## config.mk

```make
export PLATFORM = sky130hd
export DESIGN_NAME = cpu_timing_top
export DESIGN_NICKNAME = d
export VERILOG_FILES = /design/src/design/pdp8_pkg.sv /design/src/design/cpu_timing_top.sv /design/src/design/data_break_arbiter.sv /design/src/design/instr_class_decode.sv /design/src/design/major_state_seq.sv /design/src/design/panel_control.sv
export SDC_FILE = /design/constraint.sdc
export NUM_CORES = 1
export LEC_CHECK = 0
export ABC_AREA = 1
export ABC_CLOCK_PERIOD_IN_PS = 1540
export BUFFER_PORTS_ARGS = -buffer_cell sky130_fd_sc_hd__buf_2
export CORE_MARGIN = 2
export CORE_UTILIZATION = 35
export DETAILED_ROUTE_END_ITERATION = 7
export GPL_ROUTABILITY_DRIVEN = 1
export MAX_ROUTING_LAYER = met4
export SLEW_MARGIN = 20
export SYNTH_ARGS = -nofsm -noshare
export SYNTH_HDL_FRONTEND = slang
export SYNTH_HIERARCHICAL = 1
export SYNTH_SLANG_ARGS = --single-unit
```

## constraint.sdc

```tcl
create_clock -name clk -period 1.54 [get_ports clk]
set_input_delay 0.308 -clock clk [delete_from_list [all_inputs] [get_ports clk]]
set_output_delay 0.308 -clock clk [all_outputs]
set_load 0.1 [all_outputs]
```

## src/design/pdp8_pkg.sv

```systemverilog
/* PDP-8 timing package
   Word and opcode types, major-state encoding and the instruction patterns the sequencer needs */
`default_nettype none

package pdp8_pkg;

    typedef logic [0:11] word_t;   // Bit 0 is the most significant, PDP-8 style
    typedef logic [0:2]  opcode_t;

    typedef enum logic [4:0] {
        F0,
        FW,
        F1,
        F2,
        F2A,                        // EAE mode A
        F2B,                        // EAE mode B
        F3,
        D0,
        DW,
        D1,
        D2,
        D3,
        E0,
        EW,
        E1,
        E2,
        E3,
        H0,
        HW,
        H1,
        H2,
        H3,
        EAE0,
        EAE1,
        DB0,
        DB1,
        DB2                         // Must stay the last encoding
    } major_state_t;

    localparam opcode_t OP_JMS     = 3'o4;
    localparam opcode_t OP_JMP     = 3'o5;
    localparam opcode_t OP_OPR_IOT = 3'o6;  // IOT and OPR share the top two bits

    // Group 2 operate with HLT set
    localparam word_t INSTR_HLT_MASK  = 12'o7403;
    localparam word_t INSTR_HLT_VALUE = 12'o7402;

    // IOF right after ION must not let an interrupt in
    localparam word_t INSTR_ION_WAIT = 12'o6002;

    localparam word_t EAE_MUL_DIV_MASK  = 12'o7455;
    localparam word_t EAE_MUL_DIV_VALUE = 12'o7405;

endpackage

`default_nettype wire

```

## src/design/cpu_timing_top.sv

```systemverilog
/* CPU timing top
   Panel conditioning, instruction decode, break arbiter and major-state sequencer */
`default_nettype none

module cpu_timing_top (
    input  logic                   clk,
    input  logic                   reset,
    input  logic                   cont_key,
    input  logic                   halt_sw,
    input  logic                   step_sw,
    input  logic                   trigger_sw,
    input  pdp8_pkg::word_t        instruction,
    input  logic                   eae_mode,
    input  logic                   eae_loop,
    input  logic                   index_incr,
    input  logic                   user_flag,
    input  logic                   int_req,
    input  logic                   int_ena,
    input  logic                   int_inh,
    input  logic                   disk_req,
    input  logic                   to_disk,
    output pdp8_pkg::major_state_t state,
    output logic                   int_in_prog,
    output logic                   break_in_prog,
    output logic                   break_to_disk
);

    logic cont;
    logic halt;
    logic single_step;
    logic trigger;
    logic data_break;
    logic is_halt_op;
    logic is_ion_wait;
    logic eae_ext;
    logic eae_a_long;
    logic eae_a_nop;
    logic eae_b_long;
    logic eae_b_double;
    logic eae_b_short;
    logic mem_ref_defer;
    logic jmp_direct;
    logic jms_direct;
    logic is_opr_iot;
    logic is_mul_div;
    logic is_jmp_indirect;

    panel_control u_panel_control (
        .clk         (clk),
        .reset       (reset),
        .cont_key    (cont_key),
        .halt_sw     (halt_sw),
        .step_sw     (step_sw),
        .trigger_sw  (trigger_sw),
        .cont        (cont),
        .halt        (halt),
        .single_step (single_step),
        .trigger     (trigger)
    );

    instr_class_decode u_instr_class_decode (
        .instruction     (instruction),
        .eae_mode        (eae_mode),
        .is_halt_op      (is_halt_op),
        .is_ion_wait     (is_ion_wait),
        .eae_ext         (eae_ext),
        .eae_a_long      (eae_a_long),
        .eae_a_nop       (eae_a_nop),
        .eae_b_long      (eae_b_long),
        .eae_b_double    (eae_b_double),
        .eae_b_short     (eae_b_short),
        .mem_ref_defer   (mem_ref_defer),
        .jmp_direct      (jmp_direct),
        .jms_direct      (jms_direct),
        .is_opr_iot      (is_opr_iot),
        .is_mul_div      (is_mul_div),
        .is_jmp_indirect (is_jmp_indirect)
    );

    data_break_arbiter u_data_break_arbiter (
        .clk           (clk),
        .reset         (reset),
        .disk_req      (disk_req),
        .to_disk       (to_disk),
        .break_in_prog (break_in_prog),
        .data_break    (data_break),
        .break_to_disk (break_to_disk)
    );

    major_state_seq u_major_state_seq (
        .clk             (clk),
        .reset           (reset),
        .cont            (cont),
        .halt            (halt),
        .single_step     (single_step),
        .trigger         (trigger),
        .is_halt_op      (is_halt_op),
        .is_ion_wait     (is_ion_wait),
        .eae_ext         (eae_ext),
        .eae_a_long      (eae_a_long),
        .eae_a_nop       (eae_a_nop),
        .eae_b_long      (eae_b_long),
        .eae_b_double    (eae_b_double),
        .eae_b_short     (eae_b_short),
        .mem_ref_defer   (mem_ref_defer),
        .jmp_direct      (jmp_direct),
        .jms_direct      (jms_direct),
        .is_opr_iot      (is_opr_iot),
        .is_mul_div      (is_mul_div),
        .is_jmp_indirect (is_jmp_indirect),
        .int_req         (int_req),
        .int_ena         (int_ena),
        .int_inh         (int_inh),
        .user_flag       (user_flag),
        .index_incr      (index_incr),
        .eae_loop        (eae_loop),
        .data_break      (data_break),
        .state           (state),
        .int_in_prog     (int_in_prog),
        .break_in_prog   (break_in_prog)
    );

endmodule

`default_nettype wire

```

## src/design/data_break_arbiter.sv

```systemverilog
/* Data-break arbiter
   Holds a disk break request and its direction until the sequencer completes DB2 */
`default_nettype none

module data_break_arbiter (
    input  logic clk,
    input  logic reset,
    input  logic disk_req,
    input  logic to_disk,
    input  logic break_in_prog,
    output logic data_break,
    output logic break_to_disk
);

    logic break_seen;   // break_in_prog one cycle late

    always_ff @(posedge clk) begin
        if (reset) begin
            break_seen    <= 1'b0;
            data_break    <= 1'b0;
            break_to_disk <= 1'b0;
        end else begin
            break_seen <= break_in_prog;
            if (break_seen & ~break_in_prog) begin
                data_break <= 1'b0;            // Break served
            end else if (disk_req & ~data_break) begin
                data_break    <= 1'b1;
                break_to_disk <= to_disk;
            end
        end
    end

    a_dir_stable: assert property (@(posedge clk) disable iff (reset)
        data_break |=> !data_break || $stable(break_to_disk));

endmodule

`default_nettype wire

```

## src/design/instr_class_decode.sv

```systemverilog
/* Instruction class decode
   Sorts the current instruction into the classes the major-state sequencer branches on */
`default_nettype none

module instr_class_decode (
    input  pdp8_pkg::word_t instruction,
    input  logic            eae_mode,
    output logic            is_halt_op,
    output logic            is_ion_wait,
    output logic            eae_ext,
    output logic            eae_a_long,
    output logic            eae_a_nop,
    output logic            eae_b_long,
    output logic            eae_b_double,
    output logic            eae_b_short,
    output logic            mem_ref_defer,
    output logic            jmp_direct,
    output logic            jms_direct,
    output logic            is_opr_iot,
    output logic            is_mul_div,
    output logic            is_jmp_indirect
);

    pdp8_pkg::opcode_t opcode;
    logic              a_long_pat;
    logic              b_long_pat;
    logic              b_double_pat;

    assign opcode = instruction[0:2];

    assign is_opr_iot      = opcode[0:1] == pdp8_pkg::OP_OPR_IOT[0:1];
    assign mem_ref_defer   = instruction[3] & ~(opcode[0] & opcode[1]);  // Indirect mem ref or jump
    assign jmp_direct      = (opcode == pdp8_pkg::OP_JMP) & ~instruction[3];
    assign jms_direct      = (opcode == pdp8_pkg::OP_JMS) & ~instruction[3];
    assign is_jmp_indirect = (opcode == pdp8_pkg::OP_JMP) & instruction[3];

    assign is_halt_op  = (instruction & pdp8_pkg::INSTR_HLT_MASK) == pdp8_pkg::INSTR_HLT_VALUE;
    assign is_ion_wait = instruction == pdp8_pkg::INSTR_ION_WAIT;
    assign is_mul_div  = (instruction & pdp8_pkg::EAE_MUL_DIV_MASK)
                         == pdp8_pkg::EAE_MUL_DIV_VALUE;

    // Group 3 with an EAE function, except plain NOP and SWBA
    assign eae_ext = (instruction ==? 12'b1111???????1)
                     & ~(instruction ==? 12'b1111??0?0001)
                     & ~(instruction ==? 12'b1111??1?0111);

    // Mode A operations that run the EAE loop
    assign a_long_pat = (instruction ==? 12'b1111??0?0101)     // MUY
                      | (instruction ==? 12'b1111??0?0111)     // DVI
                      | (instruction ==? 12'b1111??0?1011)     // SHL
                      | (instruction ==? 12'b1111??0?1101)     // ASR
                      | (instruction ==? 12'b1111??0?1111)     // LSR
                      | (instruction ==? 12'b1111??1?0101)
                      | (instruction ==? 12'b1111??1?0111)
                      | (instruction ==? 12'b1111?1111011)
                      | (instruction ==? 12'b1111?1111101)
                      | (instruction ==? 12'b1111??1?1111)
                      | (instruction ==? 12'b1111??1?1001)
                      | (instruction == 12'o7411);             // NMI

    // Mode B shifts and normalize
    assign b_long_pat = (instruction == 12'o7411)
                      | (instruction ==? 12'b1111??0?1011)
                      | (instruction ==? 12'b1111??0?1101)
                      | (instruction ==? 12'b1111??0?1111);

    // Mode B operations with a memory operand, routed through D
    assign b_double_pat = (instruction ==? 12'b1111??0?0101)   // MUY
                        | (instruction ==? 12'b1111??0?0111)   // DVI
                        | (instruction ==? 12'b1111??1?0011)   // DAD, DLD
                        | (instruction ==? 12'b1111??1?0101);  // DST

    assign eae_a_long   = eae_ext & ~eae_mode & a_long_pat;
    assign eae_a_nop    = eae_ext & ~eae_mode & ~a_long_pat;
    assign eae_b_long   = eae_ext & eae_mode & b_long_pat;
    assign eae_b_double = eae_ext & eae_mode & b_double_pat;
    assign eae_b_short  = eae_ext & eae_mode & ~b_long_pat & ~b_double_pat;

endmodule

`default_nettype wire

```

## src/design/major_state_seq.sv

```systemverilog
/* Major-state sequencer
   Fetch, defer, execute, halt, EAE and data-break cycles with interrupt entry */
`default_nettype none

module major_state_seq (
    input  logic                   clk,
    input  logic                   reset,
    input  logic                   cont,
    input  logic                   halt,
    input  logic                   single_step,
    input  logic                   trigger,
    input  logic                   is_halt_op,
    input  logic                   is_ion_wait,
    input  logic                   eae_ext,
    input  logic                   eae_a_long,
    input  logic                   eae_a_nop,
    input  logic                   eae_b_long,
    input  logic                   eae_b_double,
    input  logic                   eae_b_short,
    input  logic                   mem_ref_defer,
    input  logic                   jmp_direct,
    input  logic                   jms_direct,
    input  logic                   is_opr_iot,
    input  logic                   is_mul_div,
    input  logic                   is_jmp_indirect,
    input  logic                   int_req,
    input  logic                   int_ena,
    input  logic                   int_inh,
    input  logic                   user_flag,
    input  logic                   index_incr,
    input  logic                   eae_loop,
    input  logic                   data_break,
    output pdp8_pkg::major_state_t state,
    output logic                   int_in_prog,
    output logic                   break_in_prog
);

    pdp8_pkg::major_state_t state_next;
    pdp8_pkg::major_state_t succ;        // Successor at a cycle end
    pdp8_pkg::major_state_t ret_state;   // Where a data break resumes
    logic                   cycle_end;
    logic                   int_set;
    logic                   int_take;
    logic                   break_start;

    assign int_take    = int_req & int_ena & ~int_inh;
    assign break_start = cycle_end & data_break;

    always_comb begin
        state_next = state;
        succ       = state;
        cycle_end  = 1'b0;
        int_set    = 1'b0;
        case (state)
            pdp8_pkg::F0: begin
                if (single_step & ~cont) begin
                    state_next = pdp8_pkg::F0;
                end else if (halt & ~cont) begin
                    state_next = pdp8_pkg::H0;
                end else begin
                    state_next = pdp8_pkg::FW;
                end
            end
            pdp8_pkg::FW: state_next = pdp8_pkg::F1;
            pdp8_pkg::F1: begin
                if (eae_a_long | eae_a_nop) begin
                    state_next = pdp8_pkg::F2A;
                end else if (eae_ext) begin
                    state_next = pdp8_pkg::F2B;
                end else begin
                    state_next = pdp8_pkg::F2;
                end
            end
            pdp8_pkg::F2:  state_next = pdp8_pkg::F3;
            pdp8_pkg::F2A: state_next = eae_a_long ? pdp8_pkg::EAE0 : pdp8_pkg::F3;
            pdp8_pkg::F2B: begin
                if (eae_b_long) begin
                    state_next = pdp8_pkg::EAE0;
                end else if (eae_b_double) begin
                    state_next = pdp8_pkg::D0;     // Double operand fetched in D
                end else begin
                    state_next = pdp8_pkg::F3;
                end
            end
            pdp8_pkg::F3: begin
                cycle_end = 1'b1;
                if (is_halt_op & ~user_flag) begin
                    succ = pdp8_pkg::H0;           // User mode traps HLT instead
                end else if (is_opr_iot | jmp_direct) begin
                    if (int_take & ~is_ion_wait) begin
                        succ    = pdp8_pkg::E0;
                        int_set = 1'b1;
                    end else begin
                        succ = pdp8_pkg::F0;
                    end
                end else if (mem_ref_defer) begin
                    succ = pdp8_pkg::D0;
                end else begin
                    succ = pdp8_pkg::E0;           // Direct AND TAD ISZ DCA, JMS stores in E
                end
            end
            pdp8_pkg::D0: state_next = (~single_step | cont) ? pdp8_pkg::DW : pdp8_pkg::D0;
            pdp8_pkg::DW: state_next = index_incr ? pdp8_pkg::D1 : pdp8_pkg::D3;
            pdp8_pkg::D1: state_next = pdp8_pkg::D2;
            pdp8_pkg::D2: state_next = pdp8_pkg::D3;
            pdp8_pkg::D3: begin
                cycle_end = 1'b1;
                if (is_jmp_indirect & int_take) begin
                    succ    = pdp8_pkg::E0;
                    int_set = 1'b1;
                end else if (is_jmp_indirect) begin
                    succ = pdp8_pkg::F0;
                end else begin
                    succ = pdp8_pkg::E0;
                end
            end
            pdp8_pkg::E0: state_next = (~single_step | cont) ? pdp8_pkg::EW : pdp8_pkg::E0;
            pdp8_pkg::EW: state_next = pdp8_pkg::E1;
            pdp8_pkg::E1: state_next = is_mul_div ? pdp8_pkg::EAE0 : pdp8_pkg::E2;
            pdp8_pkg::E2: state_next = pdp8_pkg::E3;
            pdp8_pkg::E3: begin
                cycle_end = 1'b1;
                if (int_take & ~int_in_prog) begin
                    succ    = pdp8_pkg::E0;        // Interrupt entry
                    int_set = 1'b1;
                end else begin
                    succ = pdp8_pkg::F0;
                end
            end
            pdp8_pkg::H0: state_next = pdp8_pkg::HW;
            pdp8_pkg::HW: begin
                cycle_end = 1'b1;
                if (cont) begin
                    succ = pdp8_pkg::F0;
                end else if (trigger) begin
                    succ = pdp8_pkg::H1;
                end else begin
                    succ = pdp8_pkg::HW;
                end
            end
            pdp8_pkg::H1:   state_next = pdp8_pkg::H2;
            pdp8_pkg::H2:   state_next = pdp8_pkg::H3;
            pdp8_pkg::H3:   state_next = pdp8_pkg::H0;
            pdp8_pkg::EAE0: state_next = pdp8_pkg::EAE1;
            pdp8_pkg::EAE1: state_next = eae_loop ? pdp8_pkg::EAE1 : pdp8_pkg::F3;
            pdp8_pkg::DB0:  state_next = pdp8_pkg::DB1;
            pdp8_pkg::DB1:  state_next = pdp8_pkg::DB2;
            pdp8_pkg::DB2:  state_next = ret_state;
            default:        state_next = pdp8_pkg::H0;
        endcase
        if (cycle_end) begin
            state_next = data_break ? pdp8_pkg::DB0 : succ;
        end
    end

    always_ff @(posedge clk) begin
        if (reset) begin
            state         <= pdp8_pkg::H0;
            int_in_prog   <= 1'b0;
            break_in_prog <= 1'b0;
        end else begin
            state <= state_next;
            if (break_start) begin
                break_in_prog <= 1'b1;             // Entering DB0
            end else if (state == pdp8_pkg::DB2) begin
                break_in_prog <= 1'b0;
            end
            if (state == pdp8_pkg::F0) begin
                int_in_prog <= 1'b0;
            end else if (int_set) begin
                int_in_prog <= 1'b1;
            end
        end
    end

    // A break taken while halted resumes through H0 so the request has time to clear
    always_ff @(posedge clk) begin
        if (break_start) begin
            ret_state <= (succ == pdp8_pkg::HW) ? pdp8_pkg::H0 : succ;
        end
    end

    a_break_flag: assert property (@(posedge clk) disable iff (reset)
        break_in_prog == (state inside {pdp8_pkg::DB0, pdp8_pkg::DB1, pdp8_pkg::DB2}));

    a_bad_state: assert property (@(posedge clk) disable iff (reset)
        state > pdp8_pkg::DB2 |=> state == pdp8_pkg::H0);

    // Instruction held from F1, so mode B classes stay exclusive
    a_mode_b_class: assert property (@(posedge clk) disable iff (reset)
        state == pdp8_pkg::F2B |-> $onehot({eae_b_long, eae_b_double, eae_b_short}));

endmodule

`default_nettype wire

```

## src/design/panel_control.sv

```systemverilog
/* Front-panel switch conditioning
   Two-flop synchronizers on all keys, continue reduced to a one-cycle pulse */
`default_nettype none

module panel_control (
    input  logic clk,
    input  logic reset,
    input  logic cont_key,
    input  logic halt_sw,
    input  logic step_sw,
    input  logic trigger_sw,
    output logic cont,
    output logic halt,
    output logic single_step,
    output logic trigger
);

    logic [3:0] sync_a;     // First stage, may go metastable
    logic [3:0] sync_b;
    logic       cont_last;

    always_ff @(posedge clk) begin
        if (reset) begin
            sync_a    <= '0;
            sync_b    <= '0;
            cont_last <= 1'b0;
            cont      <= 1'b0;
        end else begin
            sync_a    <= {trigger_sw, step_sw, halt_sw, cont_key};
            sync_b    <= sync_a;
            cont_last <= sync_b[0];
            cont      <= sync_b[0] & ~cont_last;   // Rising edge only
        end
    end

    assign halt        = sync_b[1];
    assign single_step = sync_b[2];
    assign trigger     = sync_b[3];

    // A held key must not look like repeated presses
    a_cont_single: assert property (@(posedge clk) disable iff (reset)
        cont |=> !cont);

endmodule

`default_nettype wire

```

After elaboration in Yosys (flattened, before gate mapping)
Cells that the tools add are included.

Equal/unequal tests: 47. Muxes and demuxes: 34. Bitwise logic cells: 59. Reductions and logical operators: 6.

Operators with widths (number): $pmux W5 S23 (1); $eq A9 B9 Y1 const B (11); $mux W5 (13); $eq A5 B5 Y1 const B (12); $eq A5 B4 Y1 const B (8); $and A1 B1 Y1 (24); $eq A12 B12 Y1 const B (2); $eq A11 B11 Y1 const B (2); $eq A5 B3 Y1 const B (4); $mux W4 (5); $pmux W5 S4 (1); $or A1 B1 Y1 (19); $not A1 Y1 (16); $mux W1 (11); $eq A5 B2 Y1 const B (2); $eq A8 B8 Y1 const B (1); $eq A6 B6 Y1 const B (1); $eq A5 B1 Y1 const B (1); $logic_not A5 Y1 (1); $reduce_or A2 Y1 (2); $reduce_or A4 Y1 (1); $eq A3 B3 Y1 const B (1); $mux W3 (1); $pmux W1 S3 (1); 5 further kinds (5).

Register bits: 25. Output and inout port bits: 8. Word-level logic and storage cells: 157.

Depth between registers and ports, before layout
Word-level depth: 18. Depth in mapped cells: 18. Depth with buffers taken out: 18.

Modules after synthesis
The synthesis kept the hierarchy.

By module, submodules not included: major_state_seq (instances 1, cells an instance 236, area each 1267.5 um2, seq. area each 290.3 um2); instr_class_decode (instances 1, cells an instance 86, area each 404.1 um2, seq. area each 0.0 um2); panel_control (instances 1, cells an instance 31, area each 291.5 um2, seq. area each 200.2 um2); data_break_arbiter (instances 1, cells an instance 15, area each 118.9 um2, seq. area each 60.1 um2).

Worst setup path before layout
Ideal clock, no wire load.

Path type: register to register. Start: reg u_major_state_seq.state[2]. End: reg u_major_state_seq.ret_state[1] (data pin). Library setup time: 0.252 ns. Arrival: 2.025 ns. Required time: 1.288 ns. Path slack: -0.736 ns. Stages on the path, launching flop included: 13. Period minus slack after synthesis: 2.276 ns. Cells stage by stage: dfxtp_1 > buf_2 > nor2_1 > nand2_1 > nor2_1 > nand2_1 > nand2_1 > inv_1 > nand2_1 > nand2_1 > nand3_1 > nor2_1 > nor2_1.

Cells in the longest elaborated chain, start to end: 3. Elaborated cells on any way between the ends: 6. Those cells by class: 5 x eq/ne; 1 x mux.

Ends and longest elaborated chain: from (decl) (line major_state_seq.sv:33) `output pdp8_pkg::major_state_t state,`; from (signal assigned) (line major_state_seq.sv:158) `state <= pdp8_pkg::H0;`; from (signal assigned) (line major_state_seq.sv:162) `state <= state_next;`; $eq A5 B5 Y1, or another cell as far along (line major_state_seq.sv:54) `case (state)`; $pmux W5 S4 * (line major_state_seq.sv:54); $eq A5 B5 Y1 (line major_state_seq.sv:179) `ret_state <= (succ == pdp8_pkg::HW) ? pdp8_pkg::H0 : succ;`; to (signal assigned) (line major_state_seq.sv:179); to (decl) (line major_state_seq.sv:40) `pdp8_pkg::major_state_t ret_state;`.

Every way passes the cells marked *; elsewhere a longest branch is shown, timed or not. A chain may end at the register's enable or synchronous reset.

Worst setup path after layout
Start: reg u_major_state_seq.state[1]. End: reg u_major_state_seq.ret_state[1] (data pin).

The elaborated chain is that of the path after synthesis.

==> impl_metrics.toml <==
[detailed_routing]
drt_wl_total_mm = 6.49
postRouteAntennaNets = 0
route.detailed.drc = 0
post_drt_wl_per_cell_um = 12.3
firstDrtPassIters = 5
viasPerCell = 4.94
first_iter_violations = 118
via_count = 2599

[finish]
area_growth_pct = 52.5
fin_nets = 482
seqCellArea_um2 = 571
drive_gt1_share_pct = 41.4
stdcell_count = 526
n_fill_cell = 572
antenna_cells = 0
finalInstanceArea_um2 = 3150
multi_input_area_um2 = 1500
fin_util_pct = 56.2

[min_path]
hp-start = "cont_key"
hold_class = "primary input to flop"
min_path_cells = 3
holdPathEnd = "u_panel_control/sync_a[0]$_SDFF_PP0_"

[placed_design]
portBuffers = 34
post-place-ws_ps = -507
place_area_um2 = 2730
gp_congestion = 0.991
post-place-cells = 516
dpl.hpwl_mm = 5.00

[timing]
max_slew_margin_pct = 67.5
skew_ps = 9.16
fin_ws_ps = -111
finalSetupTns_ps = -379
fin_crit_ps = 1650
tightest_slew_ps = 491
setup_violations = 6
post-route-period-util_pct = 107
rsz0062_at_grt = "yes"
fmax_mhz = 606
finalMaxSlewViolations = 0
holdWs_ps = 233
hold_viol_final = 0

[worst_setup_path]
reg2reg_to = "u_major_state_seq/ret_state[1]$_SDFFCE_PN0P_"
r2r_slack_ps = -110
arrival_ps = 1690
crit_path_start_kind = "flop"
crit_fanout = 6
crit_family = "simple AND/OR/NAND/NOR gates"
path_cells = "buf_4, nand2_4, buf_4, nor3_2, nor2_2, nand2_2, nand4_1, nor2_1, nor2_1"
critPathKind = "flop to flop"
required_ps = 1580
endpoint_kind = "flop"
rr_worst_depth = 9
cp_num_buf_inv = 2
crit_path_max_incr_delay_ps = 410
reg2reg_from = "u_major_state_seq/state[1]$_SDFF_PP0_"
slowest_stage = "dfxtp_4"

[global_routing]
grt_max_degree = 17
grtUsageTotal_pct = 20.4
grt-ovfl-total = 0
antenna_found_initial = 0
grt_pass1_wl_mm = 10.1
grt_pass1_vias = 2342

[clocking]
clk_latency_ps = 270
cts_root_buf = "clkbuf_8"
htree_num_levels = 1
hold_buffers = 0
cts_tree = "done"
clk_pin_slew_ps = 100
clock_sinks = 25
cts_buffers = 3
cts_buffer_depth = 2

[logic_synthesis]
syn_area_per_cell_um2 = 5.66
synth_nets = 392
yosysWarningCount = 6
netlist_instances = 365
syn_area_um2 = 2070

[floorplan]
io_pins = 35
die_w_um = 80.8
core_um2 = 5610
fp-row-count = 27
start_util_pct = 36.8
die_area_um2 = 6530
dieHeight_um = 80.8

[power_and_ir_drop]
leakage_nw = 1.67
pwr-share-clk_pct = 10.1
powerDensity_nw_per_um2 = 1260
power_mw = 3.96
seqPwrFrac_pct = 24.8
p_int_mw = 1.90
p_switching_mw = 2.06
switching_share_pct = 52.0
vdd_drop_max_v = 0.00111
p_comb_share_pct = 65.1

[run]
cap_violations = 0

[outcome]
violations = "setup timing"
status = "complete, but fails checks"
[tightest hold or removal path, cell delays in order]
cell    delay (ps)
buf_2           70
inv_1           30
nor2_1          60
[repair_timing]
item                                   in CTS  in global routing
endpoints found under the hold margin       0                  0
gates resized for setup                    43                 58
pin swaps                                  20                 38
buffers inserted                            4                  3
setup endpoints to repair                   8                 16
[how the worst max path moves through the flow]
stage                     cells after the start                             startpoint  slack (ps)                                           end
after CTS                                    17                         instruction[5]         -80         u_major_state_seq/state[0]$_SDFF_PP1_
after floorplan                              10  u_major_state_seq/state[1]$_SDFF_PP0_        -130  u_major_state_seq/ret_state[1]$_SDFFCE_PN0P_
final                                         9  u_major_state_seq/state[1]$_SDFF_PP0_        -110  u_major_state_seq/ret_state[1]$_SDFFCE_PN0P_
after global routing                         16                         instruction[3]        -250         u_major_state_seq/state[0]$_SDFF_PP1_
after global placement                       13                         instruction[2]        -480  u_major_state_seq/ret_state[1]$_SDFFCE_PN0P_
after detailed placement                     13                         instruction[2]        -510  u_major_state_seq/ret_state[1]$_SDFFCE_PN0P_
[power groups by stage]
stage | Sequential [mW] | Combinational (mW) | Clock (mW)
after CTS | 0.994 | 2.35 | 0.411
final | 0.983 | 2.58 | 0.402
after floorplan | 1.36 | 1.11 | 0
after global placement | 0.992 | 2.25 | 0
after detailed placement | 0.992 | 2.24 | 0
after global routing | 0.998 | 2.78 | 0.438
[metal layers]
metal / track usage [%] / share of wire (%) / wire [um] / up-vias
li1: - / - / - / 1312
met1: 27.1 / 46 / 2970 / 1187
met2: 32.3 / 47 / 3040 / 85
met3: 2.78 / 5.2 / 337 / 15
met4: 6.10 / 2.2 / 146 / 0
met5: - / 0 / 0 / -
[layout by cell type (no fill, tap or decap), types with 8 or more instances in the layout]
cell      n
nand2_1  78
buf_4    53
nand2_4   8
nor2_4   11
nand2_2  22
nor2_1   59
buf_2    24
nand3_2  10
inv_1    55
nor2_2   14
nand3_1  20
nand4_1   8
dfxtp_1  14
[sequential cells by signal, indices dropped and copies added, names as in the netlist]
signal                              cells
u_major_state_seq/ret_state             5
u_major_state_seq/state                 5
u_panel_control/sync_a                  4
u_panel_control/sync_b                  4
u_data_break_arbiter/break_seen         1
u_data_break_arbiter/break_to_disk      1
u_data_break_arbiter/data_break         1
u_major_state_seq/break_in_prog         1
u_major_state_seq/int_in_prog           1
u_panel_control/cont                    1
u_panel_control/cont_last               1
[cell type report]
| cell class | count | area share [%] |
|---|---|---|
| multi-input combinational | 268 | 47.7 |
| timing repair buffer | 89 | 21.3 |
| clock buffer | 4 | 1.43 |
| sequential | 25 | 18.1 |
| tap | 72 | 2.86 |
| inverter | 68 | 8.66 |
(Power assumes the default switching activity.)
